==> config.mk <==
export PLATFORM = sky130hd
export DESIGN_NAME = ppu_bg_render
export DESIGN_NICKNAME = d
export VERILOG_FILES = /design/src/common/ppu_pkg.sv /design/src/bg/ppu_bg_fetch.sv /design/src/bg/ppu_bg_shifter.sv /design/src/rtl/ppu_bg_render.sv /design/src/rtl/ppu_scan_timer.sv /design/src/rtl/ppu_vbuf_writer.sv
export SDC_FILE = /design/constraint.sdc
export NUM_CORES = 1
export LEC_CHECK = 0
export BUFFER_PORTS_ARGS = -buffer_cell sky130_fd_sc_hd__buf_2
export CORE_MARGIN = 2
export CORE_UTILIZATION = 45
export DETAILED_ROUTE_END_ITERATION = 7
export PLACE_DENSITY_LB_ADDON = 0.05
export SETUP_SLACK_MARGIN = 0.3
export SYNTH_ARGS = -nofsm -noshare
export SYNTH_HDL_FRONTEND = slang
export SYNTH_SLANG_ARGS = --single-unit
==> constraint.sdc <==
create_clock -name i_clk -period 3.45 [get_ports i_clk]
set_input_delay 0 -clock i_clk [delete_from_list [all_inputs] [get_ports i_clk]]
set_output_delay 0 -clock i_clk [all_outputs]
set_load 0.01 [all_outputs]
==> src/common/ppu_pkg.sv <==
`default_nettype none

package ppu_pkg;

    ////////////////////////////////////////
    // frame geometry
    ////////////////////////////////////////
    localparam logic [8:0] SCAN_X_MAX  = 9'd335;   // last cycle of a scanline
    localparam logic [8:0] SCAN_Y_MAX  = 9'd261;   // pre-render line
    localparam logic [8:0] VISIBLE_H   = 9'd256;   // pixels per line
    localparam logic [8:0] VISIBLE_V   = 9'd240;   // visible lines
    localparam logic [8:0] VBLANK_LINE = 9'd240;   // line loaded at frame start
    localparam logic [4:0] NT_ROWS     = 5'd30;    // tile rows per name table
    localparam logic [3:0] ATTR_BASE   = 4'b1111;  // attribute block prefix

    ////////////////////////////////////////
    // shared types
    ////////////////////////////////////////
    typedef struct packed {
        logic [8:0] x;  // cycle within line
        logic [8:0] y;  // scanline
    } scan_pos_t;

    typedef struct packed {
        logic [1:0] nt_base;    // base name table
        logic       bg_pt_sel;  // pattern table select
        logic       bg_ena;
        logic       bg_clip;    // 1 shows the left 8 pixels
        logic [4:0] coarse_x;
        logic [2:0] fine_x;
        logic [4:0] coarse_y;
        logic [2:0] fine_y;
        logic [8:0] pad;
    } bg_cfg_t;

    // true on the visible lines and the pre-render line,
    // on pixel cycles and on the two-tile prefetch at 0x110..0x11f
    function automatic logic pixel_calc(input scan_pos_t pos);
        logic line_ok;
        logic cycle_ok;
        line_ok  = (pos.y < VISIBLE_V) || (pos.y == SCAN_Y_MAX);
        cycle_ok = (pos.x < VISIBLE_H) || (pos.x[8:4] == 5'h11);
        return line_ok && cycle_ok;
    endfunction

endpackage

`default_nettype wire

==> src/bg/ppu_bg_fetch.sv <==
`timescale 1ns/100ps
`default_nettype none

module ppu_bg_fetch
    import ppu_pkg::*;
(
    input  logic        i_clk,
    input  logic        i_rstn,
    input  bg_cfg_t     i_cfg,
    input  scan_pos_t   i_pos,
    input  logic [7:0]  i_nt_rdata,
    output logic [11:0] o_nt_addr,
    output logic [11:0] o_pt_addr,
    output logic [1:0]  o_quad
);

    logic [4:0] r_coarse_x;
    logic [4:0] r_coarse_y;
    logic [2:0] r_fine_y;
    logic [1:0] r_nt_base;
    logic       c_calc;
    logic [2:0] c_step;
    logic [9:0] c_tile_addr;
    logic [9:0] c_attr_addr;
    logic       c_v_reload;
    logic       c_h_reload;

    assign c_calc     = pixel_calc(i_pos);
    assign c_step     = i_pos.x[2:0];                       // step within a tile
    assign c_v_reload = (i_pos.y == SCAN_Y_MAX) && (i_pos.x == 9'h10f);
    assign c_h_reload = (i_pos.x == 9'h101);

    ////////////////////////////////////////
    // vertical scroll
    ////////////////////////////////////////
    always_ff @(posedge i_clk or negedge i_rstn) begin
        if (!i_rstn) begin
            r_coarse_y   <= '0;
            r_fine_y     <= '0;
            r_nt_base[1] <= 1'b0;
        end else if (c_v_reload) begin
            r_coarse_y   <= i_cfg.coarse_y;
            r_fine_y     <= i_cfg.fine_y;
            r_nt_base[1] <= i_cfg.nt_base[1];
        end else if (i_pos.x == 9'h100) begin
            r_fine_y <= r_fine_y + 3'd1;
            if (r_fine_y == 3'd7) begin
                if (r_coarse_y == NT_ROWS - 5'd1) begin
                    r_coarse_y   <= '0;
                    r_nt_base[1] <= ~r_nt_base[1];  // next table down
                end else begin
                    r_coarse_y <= r_coarse_y + 5'd1;
                end
            end
        end
    end

    ////////////////////////////////////////
    // horizontal scroll
    ////////////////////////////////////////
    always_ff @(posedge i_clk or negedge i_rstn) begin
        if (!i_rstn) begin
            r_coarse_x   <= '0;
            r_nt_base[0] <= 1'b0;
        end else if (c_h_reload) begin
            r_coarse_x   <= i_cfg.coarse_x;
            r_nt_base[0] <= i_cfg.nt_base[0];
        end else if (c_calc && c_step == 3'd7) begin
            r_coarse_x <= r_coarse_x + 5'd1;
            if (r_coarse_x == 5'd31) begin
                r_nt_base[0] <= ~r_nt_base[0];      // next table across
            end
        end
    end

    assign c_tile_addr = {r_coarse_y, r_coarse_x};
    assign c_attr_addr = {ATTR_BASE, r_coarse_y[4:2], r_coarse_x[4:2]};

    // tile index at step 5, attribute byte at step 6
    always_comb begin
        o_nt_addr = {r_nt_base, 10'h0};
        if (c_calc && c_step == 3'd5) begin
            o_nt_addr[9:0] = c_tile_addr;
        end else if (c_calc && c_step == 3'd6) begin
            o_nt_addr[9:0] = c_attr_addr;
        end
    end

    // tile index is back from the name table at step 6
    assign o_pt_addr = (c_calc && c_step == 3'd6) ? {i_cfg.bg_pt_sel, i_nt_rdata, r_fine_y}
                                                  : 12'h0;

    assign o_quad = {r_coarse_y[1], r_coarse_x[1]};

endmodule

`default_nettype wire

==> src/bg/ppu_bg_shifter.sv <==
`timescale 1ns/100ps
`default_nettype none

module ppu_bg_shifter
    import ppu_pkg::*;
(
    input  logic        i_clk,
    input  logic        i_rstn,
    input  bg_cfg_t     i_cfg,
    input  scan_pos_t   i_pos,
    input  logic [1:0]  i_quad,
    input  logic [7:0]  i_nt_rdata,
    input  logic [15:0] i_pt_rdata,
    output logic [4:0]  o_plt_addr
);

    // lanes 3..0 are attribute high, attribute low, pattern high, pattern low
    logic [3:0][15:0] r_shft;
    logic [3:0][7:0]  c_load_byte;
    logic [1:0]       c_attr_pair;
    logic             c_calc;
    logic             c_load;
    logic [3:0]       c_tap;
    logic [3:0]       c_raw_pixel;
    logic             c_hide;
    logic [3:0]       c_bg_pixel;

    assign c_calc = pixel_calc(i_pos);
    assign c_load = (i_pos.x[2:0] == 3'd7);

    // attribute byte packs four 2-bit palettes
    assign c_attr_pair = i_nt_rdata[{i_quad, 1'b0} +: 2];

    assign c_load_byte[3] = {8{c_attr_pair[1]}};
    assign c_load_byte[2] = {8{c_attr_pair[0]}};
    assign c_load_byte[1] = i_pt_rdata[15:8];
    assign c_load_byte[0] = i_pt_rdata[7:0];

    ////////////////////////////////////////
    // shift registers
    ////////////////////////////////////////
    always_ff @(posedge i_clk or negedge i_rstn) begin
        if (!i_rstn) begin
            r_shft <= '0;
        end else if (c_calc) begin
            for (int i = 0; i < 4; i++) begin
                if (c_load) begin
                    r_shft[i] <= {r_shft[i][14:7], c_load_byte[i]};    // next tile in
                end else begin
                    r_shft[i] <= {r_shft[i][14:0], 1'b0};
                end
            end
        end
    end

    ////////////////////////////////////////
    // pixel select and gating
    ////////////////////////////////////////
    assign c_tap = 4'd15 - {1'b0, i_cfg.fine_x};

    always_comb begin
        for (int i = 0; i < 4; i++) begin
            c_raw_pixel[i] = r_shft[i][c_tap];
        end
    end

    assign c_hide     = ~i_cfg.bg_ena | (~i_cfg.bg_clip & (i_pos.x < 9'd8));
    assign c_bg_pixel = c_hide ? 4'h0 : c_raw_pixel;   // backdrop colour

    assign o_plt_addr = {1'b0, c_bg_pixel};             // background palettes only

endmodule

`default_nettype wire

==> src/rtl/ppu_bg_render.sv <==
`timescale 1ns/100ps
`default_nettype none

module ppu_bg_render
    import ppu_pkg::*;
(
    input  logic        i_clk,
    input  logic        i_rstn,
    input  logic [7:0]  i_ppuctrl,
    input  logic [7:0]  i_ppumask,
    input  logic [7:0]  i_ppuscroll_x,
    input  logic [7:0]  i_ppuscroll_y,
    input  logic        i_vblank,
    output logic [11:0] o_nt_addr,
    input  logic [7:0]  i_nt_rdata,
    output logic [11:0] o_pt_addr,
    input  logic [15:0] i_pt_rdata,
    output logic [4:0]  o_plt_addr,
    input  logic [7:0]  i_plt_rdata,
    output logic [16:0] o_vbuf_addr,
    output logic        o_vbuf_we,
    output logic [7:0]  o_vbuf_wdata
);

    bg_cfg_t    c_cfg;
    scan_pos_t  scan_pos;
    logic       vbuf_page;
    logic [1:0] attr_quad;

    ////////////////////////////////////////
    // register fields
    ////////////////////////////////////////
    assign c_cfg.nt_base   = i_ppuctrl[1:0];
    assign c_cfg.bg_pt_sel = i_ppuctrl[4];
    assign c_cfg.bg_ena    = i_ppumask[3];
    assign c_cfg.bg_clip   = i_ppumask[1];
    assign c_cfg.coarse_x  = i_ppuscroll_x[7:3];
    assign c_cfg.fine_x    = i_ppuscroll_x[2:0];
    assign c_cfg.coarse_y  = i_ppuscroll_y[7:3];
    assign c_cfg.fine_y    = i_ppuscroll_y[2:0];
    assign c_cfg.pad       = '0;

    ppu_scan_timer ppu_scan_timer_inst (
        .i_clk         (i_clk),
        .i_rstn        (i_rstn),
        .i_vblank      (i_vblank),
        .o_pos         (scan_pos),
        .o_frame_start (),
        .o_page        (vbuf_page)
    );

    ppu_bg_fetch ppu_bg_fetch_inst (
        .i_clk      (i_clk),
        .i_rstn     (i_rstn),
        .i_cfg      (c_cfg),
        .i_pos      (scan_pos),
        .i_nt_rdata (i_nt_rdata),
        .o_nt_addr  (o_nt_addr),
        .o_pt_addr  (o_pt_addr),
        .o_quad     (attr_quad)
    );

    ppu_bg_shifter ppu_bg_shifter_inst (
        .i_clk      (i_clk),
        .i_rstn     (i_rstn),
        .i_cfg      (c_cfg),
        .i_pos      (scan_pos),
        .i_quad     (attr_quad),
        .i_nt_rdata (i_nt_rdata),
        .i_pt_rdata (i_pt_rdata),
        .o_plt_addr (o_plt_addr)
    );

    ppu_vbuf_writer ppu_vbuf_writer_inst (
        .i_clk        (i_clk),
        .i_rstn       (i_rstn),
        .i_pos        (scan_pos),
        .i_page       (vbuf_page),
        .i_plt_rdata  (i_plt_rdata),
        .o_vbuf_addr  (o_vbuf_addr),
        .o_vbuf_we    (o_vbuf_we),
        .o_vbuf_wdata (o_vbuf_wdata)
    );

endmodule

`default_nettype wire

==> src/rtl/ppu_scan_timer.sv <==
`timescale 1ns/100ps
`default_nettype none

module ppu_scan_timer
    import ppu_pkg::*;
(
    input  logic      i_clk,
    input  logic      i_rstn,
    input  logic      i_vblank,
    output scan_pos_t o_pos,
    output logic      o_frame_start,
    output logic      o_page
);

    logic      r_vblank;
    logic      rr_vblank;
    logic      c_frame_start;
    logic      r_run;
    logic      c_line_end;
    scan_pos_t r_pos;
    logic      r_page;

    ////////////////////////////////////////
    // vblank sync and edge
    ////////////////////////////////////////
    always_ff @(posedge i_clk or negedge i_rstn) begin
        if (!i_rstn) begin
            r_vblank  <= 1'b0;
            rr_vblank <= 1'b0;
        end else begin
            r_vblank  <= i_vblank;
            rr_vblank <= r_vblank;
        end
    end

    assign c_frame_start = r_vblank & ~rr_vblank;    // rising edge
    assign c_line_end    = (r_pos.x == SCAN_X_MAX);

    // runs from frame start to the end of the last visible line
    always_ff @(posedge i_clk or negedge i_rstn) begin
        if (!i_rstn) begin
            r_run <= 1'b0;
        end else if (c_frame_start) begin
            r_run <= 1'b1;
        end else if (c_line_end && r_pos.y == VISIBLE_V - 9'd1) begin
            r_run <= 1'b0;
        end
    end

    ////////////////////////////////////////
    // scan counters
    ////////////////////////////////////////
    always_ff @(posedge i_clk or negedge i_rstn) begin
        if (!i_rstn) begin
            r_pos <= '0;
        end else if (c_frame_start) begin
            r_pos.x <= '0;
            r_pos.y <= VBLANK_LINE;                 // frame opens in vblank
        end else if (r_run) begin
            if (c_line_end) begin
                r_pos.x <= '0;
                r_pos.y <= (r_pos.y == SCAN_Y_MAX) ? 9'd0 : r_pos.y + 9'd1;
            end else begin
                r_pos.x <= r_pos.x + 9'd1;
            end
        end
    end

    // first frame lands on page 1
    always_ff @(posedge i_clk or negedge i_rstn) begin
        if (!i_rstn) begin
            r_page <= 1'b0;
        end else if (c_frame_start) begin
            r_page <= ~r_page;
        end
    end

    assign o_pos         = r_pos;
    assign o_frame_start = c_frame_start;
    assign o_page        = r_page;

endmodule

`default_nettype wire

==> src/rtl/ppu_vbuf_writer.sv <==
`timescale 1ns/100ps
`default_nettype none

module ppu_vbuf_writer
    import ppu_pkg::*;
(
    input  logic        i_clk,
    input  logic        i_rstn,
    input  scan_pos_t   i_pos,
    input  logic        i_page,
    input  logic [7:0]  i_plt_rdata,
    output logic [16:0] o_vbuf_addr,
    output logic        o_vbuf_we,
    output logic [7:0]  o_vbuf_wdata
);

    scan_pos_t r_pos;
    logic      r_armed;

    // position lines up with the palette read data
    always_ff @(posedge i_clk or negedge i_rstn) begin
        if (!i_rstn) begin
            r_pos   <= '0;
            r_armed <= 1'b0;
        end else begin
            r_pos <= i_pos;
            if (i_pos.y == VISIBLE_V) begin
                r_armed <= 1'b1;    // scan has reached vblank once
            end
        end
    end

    assign o_vbuf_we    = r_armed & (r_pos.y < VISIBLE_V) & (r_pos.x < VISIBLE_H);
    assign o_vbuf_addr  = {i_page, r_pos.y[7:0], r_pos.x[7:0]};
    assign o_vbuf_wdata = i_plt_rdata;

endmodule

`default_nettype wire

Word-level counts from Yosys, hierarchy flattened:

Cells that the tools add are included.

* logic and storage cells: 114
* output and inout bits: 55
* bits in registers: 120

* shift-type cells: 1
* $add $sub $neg: 6
* equality and inequality tests: 14
* $lt $le $gt $ge: 6
* bitwise logic cells: 11
* reduce and logical (&&, ||, !) cells: 20
* muxes and demuxes: 38

Operators with widths (number)
* 9-bit equality test (second input constant): 5
* 18-bit two-way mux: 2
* 8-bit two-way mux: 4
* 5-bit two-way mux: 6
* 9-bit two-way mux: 3
* 10-bit two-way mux: 2
* 9-bit by 1-bit adder with 9-bit output (second input constant): 2
* 9-bit by 8-bit equality test with 1-bit output (second input constant): 2
* 9-bit by 8-bit less-than comparator with 1-bit output (second input constant): 2
* 9-bit less-than comparator (second input constant): 2
* 1-bit binary-select mux with 4-bit select: 4
* 2-bit nonzero test: 8
* 5-bit equality test (second input constant): 3
* 1-bit two-way mux: 13
* 3-bit equality test (second input constant): 4
* 12-bit two-way mux: 1
* 5-bit by 1-bit adder with 5-bit output (second input constant): 2
* 9-bit by 4-bit less-than comparator with 1-bit output (second input constant): 1
* 8-bit by 4-bit variable part select with 2-bit output: 1
* 1-bit logical AND: 6
* 3-bit two-way mux: 2
* 1-bit NOT: 6
* 2-bit AND reduction: 3
* 4-bit by 5-bit less-than comparator with 1-bit output (second input constant): 1
* 7 further kinds: 11

Longest topological paths before layout:

Gate-level depths: netlist of run 1.

* depth in word-level cells: 6
* depth in mapped cells: 8
* mapped depth without buffers: 6

Cells and area by module:

A second synthesis of run 1 with hierarchy kept.

* cells, all modules: 539
* area, all modules: 6238.5 um2

By module, submodules not included
* ppu_bg_shifter: area each 3094.2 um2, seq. area each 1601.5 um2, times used 1, cells each 229
* ppu_bg_fetch: area each 1280.0 um2, seq. area each 375.4 um2, times used 1, cells each 146
* ppu_scan_timer: area each 1148.6 um2, seq. area each 550.5 um2, times used 1, cells each 112
* ppu_vbuf_writer: area each 711.9 um2, seq. area each 475.5 um2, times used 1, cells each 51
* ppu_bg_render: area each 3.8 um2, seq. area each 0.0 um2, times used 1, cells each 1

Worst setup path before layout of run 1:

OpenSTA, ideal clock, no wires.

* kind: register -> register
* start: register ppu_scan_timer_inst.r_pos, in the netlist ppu_scan_timer_inst.o_pos[1]
* end: register ppu_bg_fetch_inst.r_nt_base[1], in the netlist ppu_bg_fetch_inst.o_nt_addr[11]
* setup slack: 1.262 ns
* period minus slack after synthesis: 2.188 ns
* required time: 3.325 ns
* cell stages (with the launch flop): 8
* library setup time: 0.125 ns
* arrival: 2.063 ns
* buffers on the path: 1
* cells stage by stage: dfrtp_1 > inv_1 > ha_1 > nor4b_2 > nand3_2 > or4_4 > buf_6 > mux2_4

* cells in the longest elaborated chain, start to end: 4
* elaborated cells between the ends (all ways): 7

RTL lines
* start, declared: line ppu_scan_timer.sv:20 `scan_pos_t r_pos;`
* 9-bit equality test (*): line ppu_bg_fetch.sv:30 `assign c_v_reload = (i_pos.y == SCAN_Y_MAX) && (i_pos.x == 9'h10f);`
* 1-bit logical AND (*): line ppu_bg_fetch.sv:30
* 2-bit nonzero test (no source line)
* 3-bit AND reduction (no source line)
* end signal, assigned: line ppu_bg_fetch.sv:44 `r_nt_base[1] <= i_cfg.nt_base[1];`
* end signal, assigned: line ppu_bg_fetch.sv:50 `r_nt_base[1] <= ~r_nt_base[1];`
* end, declared: line ppu_bg_fetch.sv:20 `logic [1:0] r_nt_base;`

Every way passes the cells marked *; elsewhere a longest branch is shown, timed or not.
A chain may end at the register's enable or synchronous reset.

Worst setup path in the final report of run 1:

* start: register ppu_scan_timer_inst.r_pos, in the netlist ppu_scan_timer_inst.o_pos[16]
* end: output o_pt_addr[2]

* cells in the longest elaborated chain, start to end: 5
* elaborated cells between the ends (all ways): 6

RTL lines
* 9-bit less-than comparator or 5-bit equality test (tied branches): line ppu_pkg.sv:42 `cycle_ok = (pos.x < VISIBLE_H) || (pos.x[8:4] == 5'h11);`
* 1-bit logical OR (*): line ppu_pkg.sv:42
* 1-bit logical AND (*): line ppu_pkg.sv:43 `return line_ok && cycle_ok;`
* 1-bit logical AND (*): line ppu_bg_fetch.sv:90 `assign o_pt_addr = (c_calc && c_step == 3'd6) ? {i_cfg.bg_pt_sel, i_nt_rdata, r_fine_y}`
* 12-bit two-way mux (*): line ppu_bg_fetch.sv:90
* end, declared: line ppu_bg_render.sv:16 `output logic [11:0] o_pt_addr,`

Marked as above.

==> results of run 1 <==
## sequential cells by signal, indices dropped and copies added (netlist names), 2 cells and up
| register | count |
|---|---|
| ppu_vbuf_writer_inst.r_pos | 2 |
| ppu_bg_shifter_inst.r_shft | 64 |
| ppu_bg_fetch_inst.r_coarse_x | 5 |
| ppu_scan_timer_inst.o_pos | 18 |
| ppu_bg_fetch_inst.o_nt_addr | 2 |
| ppu_bg_fetch_inst.r_fine_y | 3 |
| ppu_vbuf_writer_inst.o_vbuf_addr | 16 |
| ppu_bg_fetch_inst.r_coarse_y | 5 |
## synth_stat cells, types with 2 or more instances
cell	instances	area [µm²]
dfrtp_1	120	3003
a21oi_1	58	290.3
nor2_1	36	135.1
mux2_2	33	371.6
buf_4	29	217.7
clkbuf_1	27	101.4
mux2i_1	25	250.2
nand2_1	23	86.33
a31oi_1	18	112.6
and3_1	17	106.4
inv_1	17	63.81
o21ai_0	16	80.08
ha_1	14	175.2
nand2b_1	14	87.58
nand3_1	13	65.06
mux4_2	10	225.2
nor3_1	9	45.04
nand4_1	8	50.05
o211ai_1	8	60.06
or3_1	6	37.54
xor2_1	6	52.55
buf_2	5	25.02
and4_1	4	35.03
buf_6	4	45.04
a41oi_1	3	26.28
nand3b_1	3	22.52
o2111ai_1	3	26.28
or3_2	3	22.52
a211oi_1	2	15.01
a22o_1	2	17.52
mux2_1	2	22.52
nor2b_1	2	12.51
nor4b_1	2	17.52
o21a_1	2	15.01
o31ai_1	2	15.01
or4_1	2	15.01
or4_4	2	22.52
xnor2_1	2	17.52
## cells by family (layout without fill, tap and decap cells)
group | count (synthesis) | after routing | share of synthesized area (%)
buffers and inverters | 82 | 181 | 7.303
muxes | 71 | 71 | 14.26
adders and majority gates | 14 | 14 | 2.824
DFF | 120 | 120 | 48.42
other | 1 | 1 | 0.06046
and+or+nand+nor | 154 | 154 | 13.80
AOI/OAI and AO/OA | 124 | 124 | 12.21
xor gates and xnor gates | 8 | 8 | 1.130
## through the flow
step | instance area, µm² | power, µW | worst slack (ps)
4_1_cts | 7527 | 4696 | 820.4
3_3_place_gp | 6578 | 2772 | 930.6
3_5_place_dp | 6578 | 2823 | 866.7
5_1_grt | 7527 | 4915 | 677.4
2_1_floorplan | 6202 | 2610 | 1262
6_report | 7527 | 4637 | 853.3
## routing by layer
metal  track usage (%)  share of wire, %  vias up
met5                 0                 0        -
met4             8.046               1.8        0
met3             4.934               4.9       23
met2             29.63                45      136
met1             26.20                48     2250
li1                  -                 -     2229
## power by group
group / internal, µW / switching, µW
clock network: 1230 / 594
logic: 439 / 380
registers: 1740 / 254
total: 3410 / 1230
## repair_timing
item / 4_1_cts / 5_1_grt
hold buffers: 33 / 0
setup endpoints to repair: 0 / 0
endpoints found under the hold margin: 152 / 0
## cell usage in the layout, fill, tap and decap left out, drive strengths merged, types with 6 or more instances in the layout
| cell type | netlist | layout |
|---|---|---|
| nand2 | 23 | 23 |
| nand2b | 14 | 14 |
| and3 | 18 | 18 |
| ha | 14 | 14 |
| inv | 17 | 17 |
| nand3 | 14 | 14 |
| clkbuf | 27 | 25 |
| o21ai | 17 | 17 |
| nor2 | 36 | 36 |
| a31oi | 18 | 18 |
| mux2i | 25 | 25 |
| dfrtp | 120 | 120 |
| mux4 | 10 | 10 |
| xor2 | 6 | 6 |
| or3 | 10 | 10 |
| nor3 | 9 | 9 |
| nand4 | 8 | 8 |
| o211ai | 8 | 8 |
| dlygate4sd3 | 0 | 33 |
| mux2 | 36 | 36 |
| a21oi | 59 | 59 |
| buf | 38 | 99 |
## layout make-up
cell class | instances | area share, %
Inverter | 17 | 0.8477
Timing Repair Buffer | 132 | 11.54
Tap cell | 176 | 2.926
Sequential cell | 120 | 39.89
Multi-Input combinational cell | 372 | 36.57
Clock inverter | 7 | 1.513
Clock buffer | 25 | 6.715
## worst paths after layout
check                      cells after the start                                              to                                       from
setup / recovery                               5                                    o_pt_addr[2]  ppu_scan_timer_inst.o_pos[16]$_DFFE_PN0P_
hold / removal                                 0                                 o_vbuf_wdata[1]                             i_plt_rdata[1]
setup reg to reg                               7      ppu_bg_shifter_inst.r_shft[59]$_DFFE_PN0P_   ppu_scan_timer_inst.o_pos[1]$_DFFE_PN0P_
hold reg to reg                                0         ppu_scan_timer_inst.rr_vblank$_DFF_PN0_     ppu_scan_timer_inst.r_vblank$_DFF_PN0_
max in group asynchronous                      3       ppu_bg_shifter_inst.r_shft[4]$_DFFE_PN0P_                                     i_rstn
min in group asynchronous                      3  ppu_vbuf_writer_inst.o_vbuf_addr[15]$_DFF_PN0_                                     i_rstn
==> summary.txt, run 1 <==
Status
  – Status: complete, no violations

Final layout
  – Filler cells: ~1200
  – Multi-input gate area: between 2000 and 3000 µm²
  – Share of layout cells above drive strength 1: between 20% and 30%
  – # diodes: 0
  – Reg area: between 3000 and 4000 µm²
  – Core Util, Final: 56.39%
  – Nets: 741
  – Area Overhead vs Synth: 21.36%
  – Post-route insts no fill: around 850

Global routing
  – Overall routing resource usage: 19.35%
  – GR Overflow Total: 0
  – First-pass GRT wire length: 22620 µm
  – Largest net degree at the start of global routing: 121
  – Initial antenna violation count: 0
  – Number of global-route vias before repair: around 4700

Floorplan
  – FP Rows: 42
  – Core area: ~13000 µm²
  – Die Ht: 121.4 µm
  – Starting density of the core: between 40% and 50%
  – I/O pin count: between 100 and 150
  – Die area: approximately 15000 µm²
  – Die width: ~120 µm

Drt
  – Residual DRC count: 0
  – DR pass1 iterations: 4
  – Vias/cell: about 5.5
  – Vias: roughly 4600
  – Initial DRC count: between 300 and 400
  – Wire per inst: about 15 µm
  – Antenna Violating Nets Remaining: 0
  – WL final: 13080 µm

Setup path
  – Critical path type: reg -> out
  – CP max stage cell: or4b_2
  – Worst EP arrival: between 2000 and 3000 ps
  – Largest stage delay on the critical path: roughly 760 ps
  – Worst path cell trace: or4b_2, nand2_1, and3_1, and3_1, buf_2
  – Most common cell on crit path: and3_1
  – Required @ worst endpoint: 3450 ps
  – Cell family with most CP delay: simple AND/OR/NAND/NOR gates
  – Buffers & Inverters on Critical Path: 1
  – CP Launch Type: flip-flop
  – CP Max Fanout: 12
  – Reg2reg setup slack: just under 900 ps
  – Setup crit end kind: output port

Timing
  – Final Hold Fails: 0
  – Skew final: approximately 6.2 ps
  – Fmax: between 0.3 and 0.4 GHz
  – Final setup vio count: 0
  – Max transition margin: 30.16%
  – Post-Route Setup TNS: 0 ps
  – RSZ-0062 raised after global routing: no
  – Slew Limit Fails: 0
  – Worst hold slack: ~0.004 ps
  – Final period util: about 75%
  – Measured slew at the worst slew-check pin: between 1000 and 1500 ps
  – Clock period minus worst slack: 2597 ps

Clock tree
  – CTS tree: done
  – Worst-path clk slew: about 50 ps
  – Setup bufs post-CTS: 0
  – Inserted Clock Buffers: 17
  – Sink Count: 120
  – H-tree depth: 4
  – Clk buf depth: 2
  – Post-cts sizing count: 0
  – Skew-Pair Late Insertion Delay: 410 ps
  – Root buf cell: clkbuf_16

Synthesis
  – Ys Warns: 0
  – Number of synthesized flops with an enable pin: 0
  – Register area share after synthesis: about half
  – Synth unique cells: 60
  – Top FF cell, synth: dfrtp_1
  – Post-Syn Instances: about 570
  – Post-Syn Area: 6202 µm²
  – Async S/R FF share, synth: 100.0%
  – Syn Nets: 655
  – Yosys reg bits: 120
  – Mean Syn Cell Area: ~11 µm²

Pwr
  – Leakage power total: about 0.0032 µW
  – VDD IR-drop max: ~0.35 mV
  – Pwr Density: 616.0 nW/µm²

Place
  – Buffers on Ports: 93
  – Placed Cells incl. Taps: between 700 and 800
  – Post-DP HPWL: 8566 µm
  – GPL Wtd Cong: about 0.8

Hold path
  – Hold Path Class: in -> out

Job
  – MaxCap Viol Count: 0
No activity file was read; power rests on OpenSTA's default activity.
==> inputs of run 2 (changes only) <==
- ABC_AREA: default -> 1
- clock period: 3.45 -> 2.3 ns (I/O delays scaled with it)
==> run 2 against run 1 <==
Effect of this change: worst hold slack about the same; sequential share of layout area is 1.9 points lower; global-route usage up 2.0 points; critical path depth is 7 higher; first-iteration DRC count increased by 15%; clock skew is 2.5 ps higher; area after synthesis grew 0.20%; final area grew 5.6%; via count grew 17%; wire length is 16% higher; critical path type unchanged; critical endpoint is now o_nt_addr[2].
==> summary.txt, run 2 <==
Status
  – Status: complete, no violations

Timing
  – Max transition margin: 61.30% (+31 points)
  – Slew Limit Fails: 0 (unchanged)
  – Final period util: 89.00%
  – Post-Route Setup TNS: 0 ps (unchanged)
  – Setup ws final: 253.1 ps (-600.3 ps)
  – Skew final: 8.677 ps (+2.480 ps)
  – RSZ-0062 raised after global routing: yes
  – Clock period minus worst slack: ~2000 ps
  – Final setup vio count: 0 (unchanged)
  – Measured slew at the worst slew-check pin: 580.5 ps (-463.1 ps)
  – Final Hold Fails: 0 (unchanged)
  – Fmax: slightly below 0.5 GHz

Synthesis
  – Number of synthesized flops with an enable pin: 0 (unchanged)
  – Post-synthesis xor/xnor area fraction: 1.268% (+0.14 points)
  – Async S/R FF share, synth: 100.0% (unchanged)
  – Yosys reg bits: 120 (unchanged)
  – Post-synth top cells: nand2_1, dfrtp_1, inv_1, o21ai_0, nand3_1
  – Simple-gate share of the synthesized area: 24.68% (+11 points)
  – Synth Area in Compound Gates: 11.42% (-0.79 points)
  – Mux cell area share after synthesis: 0% (-14 points)
  – Synth top area share: 48.32% (-0.097 points)
  – Post-Synth Adder-Cell Area: 2.819% (-0.0057 points)
  – Ys Warns: 0 (unchanged)
  – Syn Nets: 859 (+31%)
  – Largest family of logic cells by synthesized area: simple AND/OR/NAND/NOR gates
  – Synth area leaders: dfrtp_1, nand2_1, o21ai_0
  – Synth unique cells: 38 (-37%)
  – Register area share after synthesis: 48.32% (-0.097 points)
  – Post-Syn Instances: 778 (+36%)
  – Post-Syn Area: 6215 µm² (+0.20%)
  – Cell taking the most area after synthesis: dfrtp_1
  – Mean Syn Cell Area: 7.988 µm² (-26%)
  – Top FF cell, synth: dfrtp_1
  – Most common cell in the synthesized netlist: nand2_1

Floorplan
  – Die area: 14770 µm² (+0.19%)
  – Die Ht: 121.5 µm (about the same)
  – FP Rows: 42 (unchanged)
  – I/O pin count: 122 (unchanged)
  – Starting density of the core: 46.56% (+0.094 points)
  – Die width: 121.5 µm (about the same)
  – Core area: 13350 µm² (unchanged)

Final layout
  – Most flops, register: ppu_bg_shifter_inst.r_shft
  – Max reg flops: 64 (unchanged)
  – Most common cell after layout, fill and taps aside: nand2_1
  – # diodes: 0 (unchanged)
  – Most frequent cells in the layout: nand2_1, dfrtp_1, buf_2
  – Area Overhead vs Synth: 27.90%
  – Nets: 977 (+32%)
  – Core Util, Final: 59.55% (+3.2 points)
  – Share of layout cells above drive strength 1: 22.77% (-5.2 points)

Drt
  – Antenna Violating Nets Remaining: 0 (unchanged)
  – Wire per inst: 14.01 µm (-9.1%)
  – Vias/cell: 5.000 (-8.5%)
  – WL final: 15200 µm (+16%)
  – Vias: 5425 (+17%)
  – DR pass1 iterations: 5 (+1)
  – Residual DRC count: 0 (unchanged)
  – Initial DRC count: 360 (+15%)

Place
  – Buffers on Ports: 93 (unchanged)
  – GPL Wtd Cong: 0.9709 (+25%)
  – Placement Setup Slack: 294.3 ps (-572.4 ps)
  – Post-DP HPWL: 9787 µm (+14%)

Setup path
  – CP Launch Point: ppu_scan_timer_inst.o_pos[1]$_DFFE_PN0P_
  – CP Max Fanout: 7 (-5)
  – CP Launch Type: flip-flop
  – Worst path cell trace: inv_2, ha_4, nand3_4, nor2_4, nor2_2, nor2_4, buf_12, inv_2, nor2_4, nand2_1, o21ai_1, buf_2
  – Critical path type: reg -> out
  – Setup crit end kind: output port
  – Largest stage delay on the critical path: 380 ps (-380 ps)
  – Worst EP arrival: 2050 ps (-550 ps)
  – CP max stage cell: dfrtp_1
  – Required @ worst endpoint: 2300 ps (-1150 ps)
  – R2r startpoint: ppu_scan_timer_inst.o_pos[9]$_DFFE_PN0P_
  – Most common cell on crit path: nor2_4

Hold path
  – Hold Path Class: in -> out
  – Hold Crit Start: i_plt_rdata[5]

Global routing
  – Number of global-route vias before repair: 5065 (+8.3%)
  – First-pass GRT wire length: 24760 µm (+9.5%)
  – Largest net degree at the start of global routing: 88 (-27%)
  – GR Overflow Total: 0 (unchanged)
  – Overall routing resource usage: 21.37% (+2.0 points)
  – Initial antenna violation count: 0 (unchanged)

Clock tree
  – Root buf cell: clkbuf_16
  – H-tree depth: 4 (unchanged)
  – Clk buf depth: 2 (unchanged)
  – Skew-Pair Late Insertion Delay: 410 ps (about the same)
  – CTS tree: done
  – Worst-path clk slew: 50 ps (about the same)
  – Inserted Clock Buffers: 17 (unchanged)
  – Sink Count: 120 (unchanged)

Pwr
  – Leakage power total: 0.004132 µW (+30%)
  – Pwr Density: 952.1 nW/µm² (+55%)
  – VDD IR-drop max: 0.5779 mV (+66%)

Job
  – MaxCap Viol Count: 0 (unchanged)
run 2: cell count changes in the layout (fill, tap and decap cells not counted), moves of 14 or more:
cell / delta
a21oi_1: -44
a31oi_1: -18
and3_1: -17
buf_4: +18
inv_1: +70
mux2_2: -33
mux2i_1: -25
nand2_1: +176
nand2b_1: -14
nand3_1: +55
o21ai_0: +56
run 2: timing repair:
action                                  4_1_cts  5_1_grt
buffers inserted                              7        9
pin swaps                                     4       10
gates cloned                                  0        2
hold endpoints to repair                     72        0
endpoints found under the setup margin       42      112
gates resized for setup                      25       33
hold buffers                                 33        0
run 2: kinds of logic after synthesis:
group	after synthesis
AND/OR/NAND/NOR	360
buffers and inverters	150
AO/OA/AOI/OAI	124
flip-flops	120
adder cells (fa/ha/maj)	14
XOR/XNOR	9
other	1
run 2: layer usage:
layer  routed length, µm  vias to the layer above  global-route usage [%]
li1                    -                     2720                       -
met1                7139                     2541                   30.08
met2                7032                      150                   32.55
met3                 863                       14                   5.498
met4                 162                        0                   6.609
met5                   0                        -                       0
run 2: critical path, delay by kind of cell, from the launching register on:
family                     cells  cell delay, ps
AOI/OAI and AO/OA              1              90
adders and majority gates      1             140
buffers and inverters          4             430
DFF                            1             380
and+or+nand+nor                6             590
run 2: per-stage QoR:
step	instance area [µm²]	total power [µW]	instances	hold slack [ps]
floorplan	6215	4260	778	-295.6
global placement	6669	4668	1002	0.1189
detailed placement	6669	4734	1002	0.1189
CTS	7737	7528	1074	0.1189
global route	7949	8102	1085	0.01656
finish	7949	7568	1085	0.003911
run 2: area by class of cell:
type	instances	area, µm²
clock inverters	8	92.59
well taps	176	220.2
inverters	93	349.1
flip-flops and latches	120	3017
multi-input cells	509	2660
clock buffers	24	501.7
repair buffers	155	1109
fillers	1208	5399
run 2: final timing paths:
check                      depth (start not counted)  slack (ps)                                         end
setup / recovery                                  12         250                                o_nt_addr[2]
hold / removal                                     0       0.004                             o_vbuf_wdata[5]
setup reg to reg                                   7         350  ppu_bg_shifter_inst.r_shft[38]$_DFFE_PN0P_
hold reg to reg                                    0         380     ppu_scan_timer_inst.rr_vblank$_DFF_PN0_
max in group asynchronous                          3        1480    ppu_scan_timer_inst.o_pos[5]$_DFFE_PN0P_
min in group asynchronous                          2         140    ppu_scan_timer_inst.o_pos[0]$_DFFE_PN0P_
run 2: power breakdown:
part / internal [µW] / total (µW) / switching [µW]
Sequential: 2680 / 3080 / 402
Combinational: 810 / 1870 / 1060
Clock: 1730 / 2620 / 896
Total: 5210 / 7570 / 2360
==> inputs of run 3 (changes only) <==
- ABC_AREA: 1 -> default
- CORE_UTILIZATION: 45 -> 50
==> run 3 against run 2 <==
Effect of this change: power decreased by 8.7%; critical path depth shrank 6; core utilization is 10 points higher; count of clock-buffer cells in the layout is 5 higher; global-route usage grew 1.6 points; via count shrank 6.8%; non-clock buffer count rose by 40; final area grew 5.8%.
==> summary.txt, run 3 (same netlist as run 1, synthesis figures left out) <==
Final layout
  – Post-route insts no fill: 904 (-17%)
  – Reg area: 3007 µm² (-0.33%)
  – Most flops, register: ppu_bg_shifter_inst.r_shft
  – Max reg flops: 64 (unchanged)
  – Most common cell after layout, fill and taps aside: dfrtp_1
  – Core Util, Final: 69.70% (+10 points)
  – Most frequent cells in the layout: dfrtp_1, buf_2, a21oi_1
  – Nets: 805 (-18%)
  – Design Area, Final: 8407 µm² (+5.8%)
  – Filler cells: 924 (-24%)
  – Multi-input gate area: 3022 µm² (+14%)
  – Area Overhead vs Synth: 35.55%
  – # diodes: 0 (unchanged)
  – Share of layout cells above drive strength 1: 38.86% (+16 points)

Clock tree
  – Clk buf depth: 2 (unchanged)
  – H-tree depth: 4 (unchanged)
  – Worst-path clk slew: 50 ps (about the same)
  – Skew-Pair Late Insertion Delay: 410 ps (about the same)
  – Inserted Clock Buffers: 17 (unchanged)
  – CTS tree: done
  – Sink Count: 120 (unchanged)
  – Root buf cell: clkbuf_16

Drt
  – Vias/cell: 5.591 (+12%)
  – Residual DRC count: 0 (unchanged)
  – Initial DRC count: 329 (-8.6%)
  – Vias: 5054 (-6.8%)
  – Wire per inst: 16.74 µm (+20%)
  – DR pass1 iterations: 5 (unchanged)
  – Antenna Violating Nets Remaining: 0 (unchanged)
  – WL final: 15140 µm (-0.39%)

Timing
  – Slew Limit Fails: 0 (unchanged)
  – Final Hold Fails: 0 (unchanged)
  – Final setup vio count: 0 (unchanged)
  – Measured slew at the worst slew-check pin: 690.1 ps (+109.6 ps)
  – Final period util: 94.36% (+5.4 points)
  – Clock period minus worst slack: 2170 ps (+123.3 ps)
  – Worst hold slack: 0.004479 ps (+0.0005680 ps)
  – Post-Route Setup TNS: 0 ps (unchanged)
  – Max transition margin: 53.99% (-7.3 points)
  – Skew final: 8.375 ps (-0.3022 ps)
  – RSZ-0062 raised after global routing: yes
  – Fmax: 0.4608 GHz (-5.7%)

Floorplan
  – FP Rows: 40 (-4.8%)
  – Die Ht: 115.4 µm (-5.1%)
  – I/O pin count: 122 (unchanged)
  – Core area: 12060 µm² (-9.6%)
  – Die width: 115.4 µm (-5.1%)
  – Starting density of the core: 51.42% (+4.9 points)
  – Die area: 13310 µm² (-9.9%)

Place
  – Post-DP HPWL: 9055 µm (-7.5%)
  – Placed Cells incl. Taps: 796 (-21%)
  – Area after DPL: 6730 µm² (+0.92%)
  – GPL Wtd Cong: 0.8542 (-12%)
  – Buffers on Ports: 93 (unchanged)

Pwr
  – Pwr Density: 822.0 nW/µm² (-14%)
  – Comb power frac: 21.0% (-3.7 points)
  – Reg power frac: 43.1% (+2.4 points)
  – Leakage power total: 0.003560 µW (-14%)
  – Sw Pwr: 1912 µW (-19%)
  – VDD IR-drop max: 0.4528 mV (-22%)
  – Sw frac: 27.67% (-3.5 points)
  – Pint: 4998 µW (-4.1%)
  – Clk network pwr share: 35.9% (+1.2 points)

Setup path
  – Worst-case reg-to-reg path depth: 7 (unchanged)
  – Setup crit end kind: output port
  – Worst EP arrival: 2170 ps (+120 ps)
  – CP Launch Type: flip-flop
  – CP Max Fanout: 6 (-1)
  – Required @ worst endpoint: 2300 ps (about the same)
  – Critical path type: reg -> out

Global routing
  – First-pass GRT wire length: 23800 µm (-3.9%)
  – Number of global-route vias before repair: 4841 (-4.4%)
  – Initial antenna violation count: 0 (unchanged)
  – Overall routing resource usage: 22.99% (+1.6 points)
  – Largest net degree at the start of global routing: 52 (-41%)
  – GR Overflow Total: 0 (unchanged)

Job
  – MaxCap Viol Count: 0 (unchanged)

Status
  – Status: complete, no violations

Hold path
  – Hold Path Class: in -> out
  – Hold path cells: 0 (unchanged)
-- run 3: cell types whose count changed in the layout (fill, tap and decap cells not counted), sizes merged, moves of 23 or more --
cell   change
nor2      -23
o21ai     -61
mux2i     +25
inv       -75
nand3     -57
a21oi     +44
mux2      +36
buf       +36
nand2    -186
-- run 3: final timing paths --
path	to	slack [ps]	from
max	o_pt_addr[3]	130	ppu_scan_timer_inst.o_pos[15]$_DFFE_PN0P_
min	o_vbuf_wdata[7]	0.004	i_plt_rdata[7]
max reg2reg	ppu_bg_shifter_inst.r_shft[61]$_DFFE_PN0P_	160	ppu_scan_timer_inst.o_pos[15]$_DFFE_PN0P_
min reg2reg	ppu_scan_timer_inst.rr_vblank$_DFF_PN0_	400	ppu_scan_timer_inst.r_vblank$_DFF_PN0_
max in group asynchronous	ppu_bg_shifter_inst.r_shft[40]$_DFFE_PN0P_	1370	i_rstn
min in group asynchronous	ppu_scan_timer_inst.o_pos[6]$_DFFE_PN0P_	170	i_rstn
-- run 3: stage by stage --
| step | setup slack (ps) | power [µW] |
|---|---|---|
| floorplan | 217.3 | 3925 |
| global placement | 190.5 | 4212 |
| detailed placement | 172.7 | 4287 |
| CTS | 170.1 | 6895 |
| global route | 62.07 | 7292 |
| finish | 129.7 | 6910 |
-- run 3: power by group through the flow --
| stage | Sequential, µW | Clock, µW | Combinational (µW) |
|---|---|---|---|
| 6_report | 2980 | 2480 | 1450 |
| 4_1_cts | 2970 | 2530 | 1400 |
| 2_1_floorplan | 2880 | 0 | 1040 |
| 3_3_place_gp | 2960 | 0 | 1250 |
| 5_1_grt | 3050 | 2630 | 1610 |
| 3_5_place_dp | 2990 | 0 | 1300 |
-- run 3: final cells by class --
class                      count  area share (%)
inverter                      17          0.7590
clock inverter                 2          0.4167
timing repair buffer         195           18.43
sequential                   120           35.76
tap                          168           2.500
clock buffer                  29           6.191
multi-input combinational    373           35.94
-- run 3: what timing repair did --
item,CTS,global route
endpoints found under the hold margin,79,0
setup buffers,17,19
gates cloned,3,5
setup endpoints to repair,67,96
pin swaps,15,11
hold buffers,33,0
gates resized for setup,41,30
-- run 3: worst max-delay path, stage by stage, from the launching register on --
cell and delay, ps:
dfrtp_1 390, buf_6 130, or4b_4 540, nand2_4 140
and3_4 260, and3_1 170, buf_2 130
-- run 3: per-layer routing --
metal,track usage [%],routed length [µm],vias to the layer above
met3,6.695,926,20
li1,-,-,2357
met2,35.44,7110,180
met4,6.506,178,0
met5,0,0,-
met1,31.84,6922,2497
